===== src/hw/mini_core_params.svh =====
`ifndef MINI_CORE_PARAMS_SVH
`define MINI_CORE_PARAMS_SVH

`define MC_XLEN         32
`define MC_RADDR_W      5
`define MC_IMEM_DEPTH   64
`define MC_PC_W         6
`define MC_INBUF_DEPTH  8

// primary opcodes
`define MC_OP_SPECIAL   6'b000000
`define MC_OP_ADDI      6'b001000
`define MC_OP_BEQ       6'b000100
`define MC_OP_BNE       6'b000101
`define MC_OP_J         6'b000010

// funct field under special
`define MC_FN_ADD       6'b100000
`define MC_FN_SUB       6'b100010
`define MC_FN_IN        6'b101010
`define MC_FN_OUT       6'b010101
`define MC_FN_RET       6'b000000

`endif


===== src/hw/mini_core_pkg.sv =====
`default_nettype none

`include "mini_core_params.svh"

package mini_core_pkg;

    // register-register view
    typedef struct packed {
        logic [5:0]             op;
        logic [`MC_RADDR_W-1:0] rs;
        logic [`MC_RADDR_W-1:0] rt;
        logic [`MC_RADDR_W-1:0] rd;
        logic [4:0]             shamt;
        logic [5:0]             funct;
    } instr_r_t;

    // immediate view, also carries the jump target in its low bits
    typedef struct packed {
        logic [5:0]             op;
        logic [`MC_RADDR_W-1:0] rs;
        logic [`MC_RADDR_W-1:0] rt;
        logic [15:0]            imm;
    } instr_i_t;

    typedef union packed {
        instr_r_t r;
        instr_i_t i;
    } instr_t;

    typedef enum logic [1:0] {
        ALU_PASS,
        ALU_ADD,
        ALU_SUB,
        ALU_CMP
    } alu_op_t;

    typedef enum logic [1:0] {
        WB_NONE,
        WB_REG,
        WB_OUT,
        WB_HALT
    } wb_kind_t;

endpackage

`default_nettype wire


===== src/hw/fetch_stage.sv =====
`timescale 1ns/100ps
`default_nettype none

`include "mini_core_params.svh"

module fetch_stage (
    input  wire                     clk,
    input  wire                     rstn,
    input  wire                     run,
    input  wire                     halted,
    input  wire                     stall,
    input  wire                     flush,
    input  wire                     redirect,
    input  wire [`MC_PC_W-1:0]      redirect_pc,
    input  wire                     prog_we,
    input  wire [`MC_PC_W-1:0]      prog_addr,
    input  wire [`MC_XLEN-1:0]      prog_data,
    output logic                    f_valid,
    output mini_core_pkg::instr_t   f_instr,
    output logic [`MC_PC_W-1:0]     f_pc
);
    import mini_core_pkg::*;

    logic [`MC_XLEN-1:0] imem [`MC_IMEM_DEPTH];
    logic [`MC_PC_W-1:0] pc;
    logic [`MC_PC_W-1:0] next_pc;
    instr_t              cur;
    logic                advance;

    assign cur     = imem[pc];
    assign advance = run & ~halted & ~stall;

    always_ff @(posedge clk) begin
        if (prog_we) begin
            imem[prog_addr] <= prog_data;
        end
    end

    // branches always predicted taken, pc arithmetic wraps at the memory size
    always_comb begin
        case (cur.r.op)
            `MC_OP_BEQ, `MC_OP_BNE: next_pc = pc + cur.i.imm[`MC_PC_W-1:0];
            `MC_OP_J:               next_pc = cur.i.imm[`MC_PC_W-1:0];
            default:                next_pc = pc + 1'b1;
        endcase
    end

    always_ff @(posedge clk) begin
        if (!rstn) begin
            pc      <= '0;
            f_valid <= 1'b0;
        end else begin
            if (redirect) begin
                pc <= redirect_pc;
            end else if (advance) begin
                pc <= next_pc;
            end
            if (flush) begin
                f_valid <= 1'b0;
            end else if (!stall) begin
                f_valid <= run & ~halted;
            end
        end
    end

    always_ff @(posedge clk) begin
        if (!stall) begin
            f_instr <= cur;
            f_pc    <= pc;
        end
    end

endmodule

`default_nettype wire


===== src/hw/decode_stage.sv =====
`timescale 1ns/100ps
`default_nettype none

`include "mini_core_params.svh"

module decode_stage (
    input  wire                         clk,
    input  wire                         rstn,
    input  wire                         stall,
    input  wire                         flush,
    input  wire                         f_valid,
    input  mini_core_pkg::instr_t       f_instr,
    input  wire [`MC_PC_W-1:0]          f_pc,
    input  wire                         word_avail,
    input  wire [`MC_XLEN-1:0]          word_data,
    input  wire                         wb_en,
    input  wire [`MC_RADDR_W-1:0]       wb_rd,
    input  wire [`MC_XLEN-1:0]          wb_data,
    output logic                        word_take,
    output logic                        d_valid,
    output mini_core_pkg::instr_t       d_instr,
    output logic [`MC_PC_W-1:0]         d_pc,
    output logic [`MC_XLEN-1:0]         d_a,
    output logic [`MC_XLEN-1:0]         d_b,
    output mini_core_pkg::alu_op_t      d_alu_op,
    output mini_core_pkg::wb_kind_t     d_wb_kind,
    output logic [`MC_RADDR_W-1:0]      d_rd,
    output logic                        d_hold
);
    import mini_core_pkg::*;

    localparam int NREG = 1 << `MC_RADDR_W;

    logic [`MC_XLEN-1:0]    rf [NREG];
    logic [NREG-1:0]        busy;
    logic [`MC_RADDR_W-1:0] rs, rt, dest;
    logic [`MC_XLEN-1:0]    rs_val, rt_val, opnd_a, opnd_b;
    logic                   use_rs, use_rt, has_dest, is_in;
    logic                   hazard, issue;
    alu_op_t                alu_op;
    wb_kind_t               wb_kind;

    assign rs = f_instr.r.rs;
    assign rt = f_instr.r.rt;

    // r0 reads as zero
    assign rs_val = (rs == '0) ? '0 : rf[rs];
    assign rt_val = (rt == '0) ? '0 : rf[rt];

    // ****************************************
    // instruction decode
    // ****************************************
    always_comb begin
        use_rs   = 1'b0;
        use_rt   = 1'b0;
        has_dest = 1'b0;
        is_in    = 1'b0;
        dest     = f_instr.r.rd;
        opnd_a   = rs_val;
        opnd_b   = rt_val;
        alu_op   = ALU_PASS;
        wb_kind  = WB_NONE;
        case (f_instr.r.op)
            `MC_OP_SPECIAL: begin
                case (f_instr.r.funct)
                    `MC_FN_ADD, `MC_FN_SUB: begin
                        use_rs   = 1'b1;
                        use_rt   = 1'b1;
                        has_dest = 1'b1;
                        alu_op   = (f_instr.r.funct == `MC_FN_ADD) ? ALU_ADD : ALU_SUB;
                        wb_kind  = WB_REG;
                    end
                    `MC_FN_IN: begin
                        // in writes the rs field
                        is_in    = 1'b1;
                        has_dest = 1'b1;
                        dest     = rs;
                        opnd_a   = word_data;
                        wb_kind  = WB_REG;
                    end
                    `MC_FN_OUT: begin
                        use_rs  = 1'b1;
                        wb_kind = WB_OUT;
                    end
                    `MC_FN_RET: wb_kind = WB_HALT;
                    default: ;
                endcase
            end
            `MC_OP_ADDI: begin
                use_rs   = 1'b1;
                has_dest = 1'b1;
                dest     = f_instr.i.rt;
                opnd_b   = {{(`MC_XLEN-16){f_instr.i.imm[15]}}, f_instr.i.imm};
                alu_op   = ALU_ADD;
                wb_kind  = WB_REG;
            end
            `MC_OP_BEQ, `MC_OP_BNE: begin
                use_rs = 1'b1;
                use_rt = 1'b1;
                alu_op = ALU_CMP;
            end
            default: ;
        endcase
    end

    // raw and waw on the scoreboard, or in without a full word
    assign hazard = (use_rs & busy[rs]) | (use_rt & busy[rt]) |
                    (has_dest & busy[dest]) | (is_in & ~word_avail);
    assign issue     = f_valid & ~hazard & ~stall & ~flush;
    assign word_take = issue & is_in;
    assign d_hold    = stall | (f_valid & hazard);

    always_ff @(posedge clk) begin
        if (!rstn) begin
            busy    <= '0;
            d_valid <= 1'b0;
        end else begin
            if (wb_en) begin
                busy[wb_rd] <= 1'b0;
            end
            if (issue && has_dest && dest != '0) begin
                busy[dest] <= 1'b1;
            end
            if (!stall) begin
                d_valid <= issue;
            end
        end
    end

    always_ff @(posedge clk) begin
        if (wb_en) begin
            rf[wb_rd] <= wb_data;
        end
    end

    always_ff @(posedge clk) begin
        if (!stall) begin
            d_instr   <= f_instr;
            d_pc      <= f_pc;
            d_a       <= opnd_a;
            d_b       <= opnd_b;
            d_alu_op  <= alu_op;
            d_wb_kind <= wb_kind;
            d_rd      <= dest;
        end
    end

endmodule

`default_nettype wire


===== src/hw/input_buffer.sv =====
`timescale 1ns/100ps
`default_nettype none

`include "mini_core_params.svh"

module input_buffer (
    input  wire                 clk,
    input  wire                 rstn,
    input  wire                 in_valid,
    input  wire [7:0]           in_data,
    input  wire                 word_take,
    output logic                in_ready,
    output logic                word_avail,
    output logic [`MC_XLEN-1:0] word_data
);

    localparam int PTR_W = $clog2(`MC_INBUF_DEPTH);
    localparam int CNT_W = PTR_W + 1;
    localparam logic [CNT_W-1:0] DEPTH      = `MC_INBUF_DEPTH;
    localparam logic [CNT_W-1:0] WORD_BYTES = 4;

    logic [7:0]       mem [`MC_INBUF_DEPTH];
    logic [PTR_W-1:0] wr_ptr, rd_ptr;
    logic [CNT_W-1:0] count, count_next;
    logic             push;

    assign push       = in_valid & in_ready;
    assign word_avail = count >= WORD_BYTES;

    // oldest byte lands in the low end
    always_comb begin
        for (int k = 0; k < 4; k++) begin
            word_data[8*k +: 8] = mem[rd_ptr + PTR_W'(k)];
        end
    end

    always_comb begin
        count_next = count;
        if (push) begin
            count_next = count_next + 1'b1;
        end
        if (word_take) begin
            count_next = count_next - WORD_BYTES;
        end
    end

    always_ff @(posedge clk) begin
        if (!rstn) begin
            wr_ptr   <= '0;
            rd_ptr   <= '0;
            count    <= '0;
            in_ready <= 1'b0;
        end else begin
            count    <= count_next;
            in_ready <= count_next != DEPTH;
            if (push) begin
                wr_ptr <= wr_ptr + 1'b1;
            end
            if (word_take) begin
                rd_ptr <= rd_ptr + PTR_W'(4);
            end
        end
    end

    always_ff @(posedge clk) begin
        if (push) begin
            mem[wr_ptr] <= in_data;
        end
    end

endmodule

`default_nettype wire


===== src/hw/execute_stage.sv =====
`timescale 1ns/100ps
`default_nettype none

`include "mini_core_params.svh"

module execute_stage (
    input  wire                         clk,
    input  wire                         rstn,
    input  wire                         stall,
    input  wire                         d_valid,
    input  mini_core_pkg::instr_t       d_instr,
    input  wire [`MC_PC_W-1:0]          d_pc,
    input  wire [`MC_XLEN-1:0]          d_a,
    input  wire [`MC_XLEN-1:0]          d_b,
    input  mini_core_pkg::alu_op_t      d_alu_op,
    input  mini_core_pkg::wb_kind_t     d_wb_kind,
    input  wire [`MC_RADDR_W-1:0]       d_rd,
    output logic                        e_valid,
    output logic [`MC_XLEN-1:0]         e_result,
    output mini_core_pkg::wb_kind_t     e_wb_kind,
    output logic [`MC_RADDR_W-1:0]      e_rd,
    output logic                        redirect,
    output logic [`MC_PC_W-1:0]         redirect_pc,
    output logic                        flush
);
    import mini_core_pkg::*;

    logic                equal;
    logic                is_beq, is_bne;
    logic                mispredict;
    logic [`MC_XLEN-1:0] alu_out;

    assign equal  = d_a == d_b;
    assign is_beq = d_instr.r.op == `MC_OP_BEQ;
    assign is_bne = d_instr.r.op == `MC_OP_BNE;

    // fetch already went to the target, so only a fall-through is wrong
    assign mispredict  = d_valid & ~stall & ((is_beq & ~equal) | (is_bne & equal));
    assign redirect    = mispredict;
    assign flush       = mispredict;
    assign redirect_pc = d_pc + 1'b1;

    always_comb begin
        case (d_alu_op)
            ALU_ADD: alu_out = d_a + d_b;
            ALU_SUB: alu_out = d_a - d_b;
            ALU_CMP: alu_out = {{(`MC_XLEN-1){1'b0}}, equal};
            default: alu_out = d_a;
        endcase
    end

    always_ff @(posedge clk) begin
        if (!rstn) begin
            e_valid <= 1'b0;
        end else if (!stall) begin
            e_valid <= d_valid;
        end
    end

    always_ff @(posedge clk) begin
        if (!stall) begin
            e_result  <= alu_out;
            e_wb_kind <= d_wb_kind;
            e_rd      <= d_rd;
        end
    end

endmodule

`default_nettype wire


===== src/hw/writeback_stage.sv =====
`timescale 1ns/100ps
`default_nettype none

`include "mini_core_params.svh"

module writeback_stage (
    input  wire                         clk,
    input  wire                         rstn,
    input  wire                         e_valid,
    input  wire [`MC_XLEN-1:0]          e_result,
    input  mini_core_pkg::wb_kind_t     e_wb_kind,
    input  wire [`MC_RADDR_W-1:0]       e_rd,
    input  wire                         out_ready,
    output logic                        wb_en,
    output logic [`MC_RADDR_W-1:0]      wb_rd,
    output logic [`MC_XLEN-1:0]         wb_data,
    output logic                        out_valid,
    output logic [`MC_XLEN-1:0]         out_data,
    output logic                        stall,
    output logic                        halted
);
    import mini_core_pkg::*;

    logic take;

    // a word waiting on the output freezes the whole pipeline
    assign stall = out_valid & ~out_ready;
    assign take  = e_valid & ~stall & ~halted;

    assign wb_en   = take & (e_wb_kind == WB_REG);
    assign wb_rd   = e_rd;
    assign wb_data = e_result;

    always_ff @(posedge clk) begin
        if (!rstn) begin
            out_valid <= 1'b0;
            halted    <= 1'b0;
        end else begin
            if (take && e_wb_kind == WB_OUT) begin
                out_valid <= 1'b1;
            end else if (out_ready) begin
                out_valid <= 1'b0;
            end
            if (take && e_wb_kind == WB_HALT) begin
                halted <= 1'b1;
            end
        end
    end

    always_ff @(posedge clk) begin
        if (take && e_wb_kind == WB_OUT) begin
            out_data <= e_result;
        end
    end

endmodule

`default_nettype wire


===== src/hw/mini_core.sv =====
`timescale 1ns/100ps
`default_nettype none

`include "mini_core_params.svh"

module mini_core (
    input  wire                 clk,
    input  wire                 rstn,
    input  wire                 run,
    input  wire                 prog_we,
    input  wire [`MC_PC_W-1:0]  prog_addr,
    input  wire [`MC_XLEN-1:0]  prog_data,
    input  wire                 in_valid,
    input  wire [7:0]           in_data,
    output wire                 in_ready,
    output wire                 out_valid,
    output wire [`MC_XLEN-1:0]  out_data,
    input  wire                 out_ready,
    output wire                 halted
);
    import mini_core_pkg::*;

    // ****************************************
    // inter-stage nets
    // ****************************************
    wire                    stall, flush, redirect, d_hold;
    wire [`MC_PC_W-1:0]     redirect_pc;
    wire                    f_valid, d_valid, e_valid;
    instr_t                 f_instr, d_instr;
    wire [`MC_PC_W-1:0]     f_pc, d_pc;
    wire                    word_avail, word_take;
    wire [`MC_XLEN-1:0]     word_data;
    wire [`MC_XLEN-1:0]     d_a, d_b, e_result, wb_data;
    alu_op_t                d_alu_op;
    wb_kind_t               d_wb_kind, e_wb_kind;
    wire [`MC_RADDR_W-1:0]  d_rd, e_rd, wb_rd;
    wire                    wb_en;

    // fetch holds on d_hold, which already covers the output stall
    fetch_stage u_fetch (
        .clk(clk), .rstn(rstn), .run(run), .halted(halted), .stall(d_hold),
        .flush(flush), .redirect(redirect), .redirect_pc(redirect_pc),
        .prog_we(prog_we), .prog_addr(prog_addr), .prog_data(prog_data),
        .f_valid(f_valid), .f_instr(f_instr), .f_pc(f_pc)
    );

    decode_stage u_decode (
        .clk(clk), .rstn(rstn), .stall(stall), .flush(flush),
        .f_valid(f_valid), .f_instr(f_instr), .f_pc(f_pc),
        .word_avail(word_avail), .word_data(word_data),
        .wb_en(wb_en), .wb_rd(wb_rd), .wb_data(wb_data), .word_take(word_take),
        .d_valid(d_valid), .d_instr(d_instr), .d_pc(d_pc), .d_a(d_a), .d_b(d_b),
        .d_alu_op(d_alu_op), .d_wb_kind(d_wb_kind), .d_rd(d_rd), .d_hold(d_hold)
    );

    input_buffer u_input_buffer (
        .clk(clk), .rstn(rstn), .in_valid(in_valid), .in_data(in_data),
        .word_take(word_take), .in_ready(in_ready),
        .word_avail(word_avail), .word_data(word_data)
    );

    execute_stage u_execute (
        .clk(clk), .rstn(rstn), .stall(stall),
        .d_valid(d_valid), .d_instr(d_instr), .d_pc(d_pc), .d_a(d_a), .d_b(d_b),
        .d_alu_op(d_alu_op), .d_wb_kind(d_wb_kind), .d_rd(d_rd),
        .e_valid(e_valid), .e_result(e_result), .e_wb_kind(e_wb_kind), .e_rd(e_rd),
        .redirect(redirect), .redirect_pc(redirect_pc), .flush(flush)
    );

    writeback_stage u_writeback (
        .clk(clk), .rstn(rstn), .e_valid(e_valid), .e_result(e_result),
        .e_wb_kind(e_wb_kind), .e_rd(e_rd), .out_ready(out_ready),
        .wb_en(wb_en), .wb_rd(wb_rd), .wb_data(wb_data),
        .out_valid(out_valid), .out_data(out_data), .stall(stall), .halted(halted)
    );

endmodule

`default_nettype wire


===== config.mk =====
export PLATFORM = sky130hd
export DESIGN_NAME = mini_core
export DESIGN_NICKNAME = d
export VERILOG_FILES = /design/src/hw/mini_core_pkg.sv /design/src/hw/fetch_stage.sv /design/src/hw/decode_stage.sv /design/src/hw/input_buffer.sv /design/src/hw/execute_stage.sv /design/src/hw/writeback_stage.sv /design/src/hw/mini_core.sv
export VERILOG_INCLUDE_DIRS = /design/src /design/src/hw
export SDC_FILE = /design/constraint.sdc
export NUM_CORES = 2
export LEC_CHECK = 0
export BUFFER_PORTS_ARGS = -buffer_cell sky130_fd_sc_hd__buf_2
export CORE_MARGIN = 1
export CORE_UTILIZATION = 60
export DETAILED_ROUTE_END_ITERATION = 8
export PLACE_DENSITY = 0.72
export SLEW_MARGIN = 20
export SYNTH_ARGS = -nofsm -noshare
export SYNTH_HDL_FRONTEND = slang
export SYNTH_SLANG_ARGS = --single-unit

===== constraint.sdc =====
create_clock -name clk -period 16.59 [get_ports clk]
set_input_delay 4.1475 -clock clk [delete_from_list [all_inputs] [get_ports clk]]
set_output_delay 4.1475 -clock clk [all_outputs]
set_load 0.01 [all_outputs]

### Yosys cells after proc, flatten, opt, wreduce, memory -nomap -nowiden

Memories as Yosys holds them, arrays and structs flattened. A register that Yosys moved wholly into a read port is not among the register bits.
Index checks and enable logic that the tools add are counted.

* $add $sub $neg: 12
* magnitude comparators: 7
* eq/ne operators: 20
* mux-type cells: 53
* bitwise logic cells: 37
* reductions and logical operators: 20

Operator list (count)
* $mux W32: 8
* $pmux W32 S3: 1
* $eq A6 B3 Y1 const B: 6
* $add A32 B32 Y32: 1
* $and A32 B32 Y32: 1
* $eq A32 B32 Y1: 1
* $not A32 Y32: 1
* $or A32 B32 Y32: 1
* $sub A32 B32 Y32: 1
* $lt A5 B6 Y1 const B: 4
* $mux W6: 4
* $and A1 B1 Y1: 20
* $eq A6 B6 Y1 const B: 3
* $mux W1: 18
* $bmux W1 S5: 3
* $mux W5: 3
* $add A6 B1 Y6 const B: 2
* $logic_not A6 Y1: 2
* $pmux W2 S3: 2
* $pmux W6 S2: 1
* $demux W1 S5: 2
* $ge A5 B1 Y1 const B: 2
* $logic_not A5 Y1: 2
* $pmux W5 S2: 1
* other kinds (25): 59

* register bits after elaboration: 274
* RAM bits: 3136
* bits of input ports: 52
* output and inout bits: 35
* word-level logic and storage cells: 176
* memories: 3

Memories
* u_fetch.imem: depth 64, width 32, rd ports 1, clocked after Yosys merged registers in 1, write ports 1, RTL line fetch_stage.sv:24 `` logic [`MC_XLEN-1:0] imem [`MC_IMEM_DEPTH]; ``
* u_decode.rf: depth 32, width 32, rd ports 2, clocked after Yosys merged registers in 2, write ports 1, RTL line decode_stage.sv:34 `` logic [`MC_XLEN-1:0] rf [NREG]; ``
* u_input_buffer.mem: depth 8, width 8, rd ports 4, clocked after Yosys merged registers in 1, write ports 1, RTL line input_buffer.sv:22 `` logic [7:0] mem [`MC_INBUF_DEPTH]; ``

### Longest topological paths before layout

* depth after elaboration: 16
* mapped depth: 23
* mapped depth without buffers: 18

### By module

From an unflattened synthesis, not the netlist that was laid out.

* cell total of the unflattened synthesis: 6673
* area total of the unflattened synthesis: 143039.7 um^2

By module, submodules not included
* fetch_stage: instances 1, cells an instance 3290, area an instance 80280.7 um^2, sequential area each 62900.3 um^2
* decode_stage: instances 1, cells an instance 2498, area an instance 53301.1 um^2, sequential area each 34743.3 um^2
* execute_stage: instances 1, cells an instance 644, area an instance 5290.1 um^2, sequential area each 1191.1 um^2
* input_buffer: instances 1, cells an instance 159, area an instance 2810.2 um^2, sequential area each 2122.0 um^2
* writeback_stage: instances 1, cells an instance 82, area an instance 1357.6 um^2, sequential area each 1001.0 um^2

### Least setup slack after synthesis

OpenSTA, ideal clock, no wires.

* path kind: in2reg
* start point: input port out_ready
* end point: register u_decode.busy[21]
* library setup time: 99 ps
* arrival: 8847 ps
* data required time: 16491 ps
* slack: 7643 ps
* stages: 9
* buffers on the path: 0
* cells stage by stage: nor2b_1 clkinv_1 nand4_1 inv_1 nand2_1 inv_1 nand3b_1 nor2_1 o32ai_1

* cells in the longest elaborated chain, start to end: 10
* elaborated cells on any way between the ends: 17
* classes of those cells: mux: 3; bitwise: 12; reduce/logical: 2

RTL lines
* start: declaration: RTL line mini_core.sv:18 `input wire out_ready,`
* $not A1 Y1 *: RTL line writeback_stage.sv:27 `assign stall = out_valid & ~out_ready;`
* $and A1 B1 Y1 *: RTL line writeback_stage.sv:27
* $not A1 Y1 *: RTL line decode_stage.sv:109, execute_stage.sv:38, writeback_stage.sv:28
* $and A1 B1 Y1, on equally long branches (2 in a row): RTL line writeback_stage.sv:28, execute_stage.sv:38
* $and A1 B1 Y1 / $not A1 Y1 (equally long branches): RTL line writeback_stage.sv:30, decode_stage.sv:109
* $mux W32 / $and A1 B1 Y1 (equally long branches): RTL line decode_stage.sv:118, decode_stage.sv:109
* $mux W32 / $logic_and A1 B1 Y1 (equally long branches): RTL line decode_stage.sv:114, decode_stage.sv:121
* $or A32 B32 Y32 (no line) / $logic_and A1 B1 Y1 (equally long branches)
* $mux W32 *: RTL line decode_stage.sv:121 `if (issue && has_dest && dest != '0) begin`
* end signal: assignment: RTL line decode_stage.sv:115 `busy <= '0;`
* end signal: indexed assignment: RTL line decode_stage.sv:119 `busy[wb_rd] <= 1'b0;`
* end signal: indexed assignment: RTL line decode_stage.sv:122 `busy[dest] <= 1'b1;`
* end: declaration: RTL line decode_stage.sv:35 `logic [NREG-1:0] busy;`

Mark *: on every way between the ends. The rest lies on a longest branch, timed or not. The select of a mux whose other input is x is not followed.
A chain may end at the register's enable or synchronous reset.

### Final worst setup path

* start point: input port out_ready
* end point: register u_decode.busy[16]

Same word-level chain as after synthesis.

==> impl.org <==
** Power
- Sw frac :: 0.3206
- Relative contribution of sequential cells to total power :: 0.400
- IR analysis of the VDD net gives a maximum drop of 0.1426 mV.
- The share of total power dissipated in the clock network is 0.281.
- Part of the power in combinational logic :: 0.319
- Net Switching :: 8639 uW
- Int Pwr :: 18310 uW
- Leakage power of the design :: 0.04902 uW
- Final Total Pwr :: 26950 uW
- PwrDens :: 171.2 mW/mm^2

** Clock network
- After clock tree synthesis, the clock-pin slew on the worst setup and hold paths is 0.06 ns.
- The cell sitting at the root of the clock tree is a sky130_fd_sc_hd__clkbuf_16.
- The clock drives 3399 sinks.
- In this run, post-CTS hold repair placed 0 buffers.
- In this run the deepest clock path goes through 4 buffers.
- TritonCTS built the clock tree.
- Clock latency at the later pin of the worst-skew pair :: 0.97 ns
- In this run the number of H-tree levels came out at 5.
- Post-CTS Setup Bufs :: 0
- Post-CTS Resized :: 0
- Inserted Clock Buffers :: 350

** Worst setup path
- Category of the critical setup timing path :: in2reg
- For flop-to-flop paths, the worst setup slack is 10.29 ns.
- In this run the worst path has a maximum fanout of 55.
- STA classifies the critical path endpoint as a register.
- Number of cell instances on the worst register-to-register path :: 20
- For the worst setup path, the data required time is 17.40 ns.
- At the worst endpoint, the arrival time is 7.42 ns.
- Element type at the critical path start :: input pin

** Detailed routing
- Via count :: 70810
- The first TritonRoute pass finished after 7 iterations.
- In the routed design, unresolved DRC markers number 0.
- In this run, the number of DRC markers left after iteration 0 of detailed routing was 9226.
- Using the TritonRoute via totals, the vias-per-cell ratio works out to 7.017.
- After detailed routing, the total wire length is 367400 um.
- Drt wl/cell :: 36.41 um
- Final ANT Viol Nets :: 0

** Synthesis
- Counting flops with a built-in enable in the synthesized netlist gives 3330.
- Synthesis-stage register bit count :: 3399
- Among all flip-flop cells after synthesis, the most frequent one is sky130_fd_sc_hd__edfxtp_1.
- Synthesized Nets :: 6574
- Number of standard cells after synthesis :: 6449
- Post-synthesis area per instance :: 21.89 um^2
- After synthesis, the share of flip-flops with an asynchronous set or reset is 0.
- Distinct cell type count of the synthesized netlist :: 90
- The share of the Yosys chip area taken by registers is 0.7180.
- The Yosys step of the flow raised 0 warnings.
- Syn Std Cell Area :: 0.1412 mm^2

** STA
- Setup tns final :: 0 ns
- Shortest clock period the worst path allows after layout :: 6.601 ns
- In this run the tightest slew margin relative to its limit is 0.08988.
- Count of pins over their slew limit :: 0
- Fmax :: 0.1515 GHz
- Slew @ Worst Pin :: 1.327 ns
- Worst clock skew on the final layout :: 0.07452 ns
- Dividing the final minimum period by the clock period gives 0.3979.
- Hold WS :: 0.4114 ns
- Final hold violations :: 0
- Post-route setup slack :: 9.989 ns
- Setup repair after global routing left no endpoint under its margin.
- Setup violations remaining at the end of the flow were counted as 0.

** Hold path
- In this run the most critical hold path is launched from u_decode.d_rd[0].
- Counting instances, the worst hold path has a depth of 0.
- For hold timing, the worst endpoint is u_execute.e_rd[0].
- Worst Hold Class :: reg2reg

** Global route
- Overflow left after global routing :: 0
- Entering global routing, the biggest net connects 129 pins.
- Number of global-route vias before repair :: 71730
- Wire length of the first global-routing pass :: 522500 um
- The number of antenna violations at the first check in global routing came to 16.
- Across every metal layer, demand over resource in global routing totals 0.3149.

** Floorplan
- Floorplan Core Area :: 0.2332 mm^2
- The die is 487.1 um tall.
- Die span in x :: 487.1 um
- The initial utilization of the core area, before any placement, comes to 0.6055.
- 87 I/O pins were placed.
- The floorplan has 177 rows.
- The die covers 0.2373 mm^2.

** Job
- Number of violations of the max-capacitance limit :: 0

** Layout
- Leaving out fill and tap cells, the most frequent cells in the layout are 3330 x sky130_fd_sc_hd__edfxtp_1, 1297 x sky130_fd_sc_hd__mux4_2, 358 x sky130_fd_sc_hd__clkbuf_16.
- Relative to the synthesized area, the layout overhead comes to 11.50%.
- Filler cells :: 14300
- Leaving out fill and tap cells, the most frequent cell in the layout is sky130_fd_sc_hd__edfxtp_1.
- Fraction of layout instances using a drive strength above 1 :: 0.3221
- Seq. cell area :: 0.1014 mm^2
- The final layout contains 6826 nets.
- Multi-input gate area :: 0.03856 mm^2

** Placed design
- Once detailed placement completed, the half-perimeter wirelength came to 215900 um.
- Routability-driven placement finished with a final weighted congestion of 0.9194.
- Before CTS, the worst setup slack after placement is 9.086 ns.
- Buffers on Ports :: 86

** Outcome
- The run finished with clean final reports.
[layer usage]
metal | up-vias | track usage | share of wire
met5 | - | 0 | 0.00022
met3 | 837 | 0.04765 | 0.077
met4 | 12 | 0.1762 | 0.065
met2 | 4005 | 0.5235 | 0.51
li1 | 28180 | - | -
met1 | 37770 | 0.4020 | 0.35
[power groups by stage]
| stage | combinational (uW) | clock [uW] | sequential [uW] |
|---|---|---|---|
| 2_1_floorplan | 5640 | 0 | 10700 |
| 3_3_place_gp | 8340 | 0 | 11000 |
| 3_5_place_dp | 8430 | 0 | 11000 |
| 4_1_cts | 8460 | 7650 | 10900 |
| 5_1_grt | 8930 | 7970 | 10800 |
| 6_report | 8600 | 7570 | 10800 |
[logic make-up (layout without fill, tap and decap cells)]
kind of cell	after synthesis	count (layout)	synth area share
AOI/OAI and AO/OA	435	435	0.02049
xor gates and xnor gates	53	53	0.003288
adders and majority gates	73	73	0.006629
buffers and inverters	476	979	0.01426
DFF	3399	3399	0.7180
muxes	1462	1462	0.2189
other	0	7	0
and+or+nand+nor	551	551	0.01848
[cell usage after synthesis (32+ instances only)]
library cell | n | share of area
sky130_fd_sc_hd__dfxtp_1 | 69 | 0.0098
sky130_fd_sc_hd__nand3_1 | 32 | 0.0011
sky130_fd_sc_hd__xnor2_1 | 40 | 0.0025
sky130_fd_sc_hd__mux2i_1 | 137 | 0.0097
sky130_fd_sc_hd__nand2_1 | 151 | 0.0040
sky130_fd_sc_hd__buf_1 | 85 | 0.0023
sky130_fd_sc_hd__edfxtp_1 | 3330 | 0.71
sky130_fd_sc_hd__o21ai_0 | 83 | 0.0029
sky130_fd_sc_hd__mux4_2 | 1297 | 0.21
sky130_fd_sc_hd__inv_1 | 79 | 0.0021
sky130_fd_sc_hd__o22ai_1 | 75 | 0.0033
sky130_fd_sc_hd__buf_2 | 66 | 0.0023
sky130_fd_sc_hd__clkbuf_1 | 215 | 0.0057
sky130_fd_sc_hd__ha_1 | 70 | 0.0062
sky130_fd_sc_hd__nor2_1 | 197 | 0.0052
sky130_fd_sc_hd__a21oi_1 | 84 | 0.0030
[worst max path at each step]
stage,startpoint,to,depth (start not counted)
detailed placement,out_ready,u_decode.busy[12],11
floorplan,out_ready,u_decode.busy[21],9
finish,out_ready,u_decode.busy[16],11
global placement,out_ready,u_decode.busy[24],11
global route,out_ready,u_decode.busy[22],11
CTS,out_ready,u_decode.busy[16],11
[metrics by stage]
stage	instances	util	cell area [um^2]
2_1_floorplan	6449	-	141200
3_3_place_gp	9464	0.6267	146200
3_5_place_dp	9468	0.6270	146200
4_1_cts	10070	0.6737	157100
5_1_grt	10090	0.6750	157400
6_report	10090	0.6751	157400
[final cells by class]
cell class | instances | share of cell area
multi-input combinational | 2574 | 0.2449
inverter | 86 | 0.002098
clock inverter | 180 | 0.01035
timing repair buffer | 290 | 0.01457
tap | 3132 | 0.02489
clock buffer | 423 | 0.05871
sequential | 3399 | 0.6443
antenna | 7 | 0.0001113
[registers in the layout, summed over array words and instances (netlist names), 5 cells and up, named ones only]
signal,flops
u_decode.d_instr,6
u_decode.d_rd,5
u_decode.d_a,32
u_writeback.out_data,32
u_fetch.imem,2048
u_fetch.pc,6
u_fetch.f_pc,6
u_decode.d_b,32
u_input_buffer.mem,64
u_execute.e_result,32
u_decode.busy,32
u_execute.e_rd,5
u_fetch.f_instr,32
u_decode.d_pc,6
u_decode.rf,1024
[worst max-delay path, stage by stage]
cell and delay [ns]:
sky130_fd_sc_hd__buf_2 0.10, sky130_fd_sc_hd__nor2b_1 0.55, sky130_fd_sc_hd__inv_6 0.34, sky130_fd_sc_hd__nand2_1 0.20, sky130_fd_sc_hd__nor4_1 0.06, sky130_fd_sc_hd__nand2_1 0.28, sky130_fd_sc_hd__inv_1 0.14, sky130_fd_sc_hd__nor3_1 0.56
sky130_fd_sc_hd__nand4_1 0.21, sky130_fd_sc_hd__nand3b_1 0.50, sky130_fd_sc_hd__o22ai_1 0.31
No activity file was read; power rests on OpenSTA's default activity.
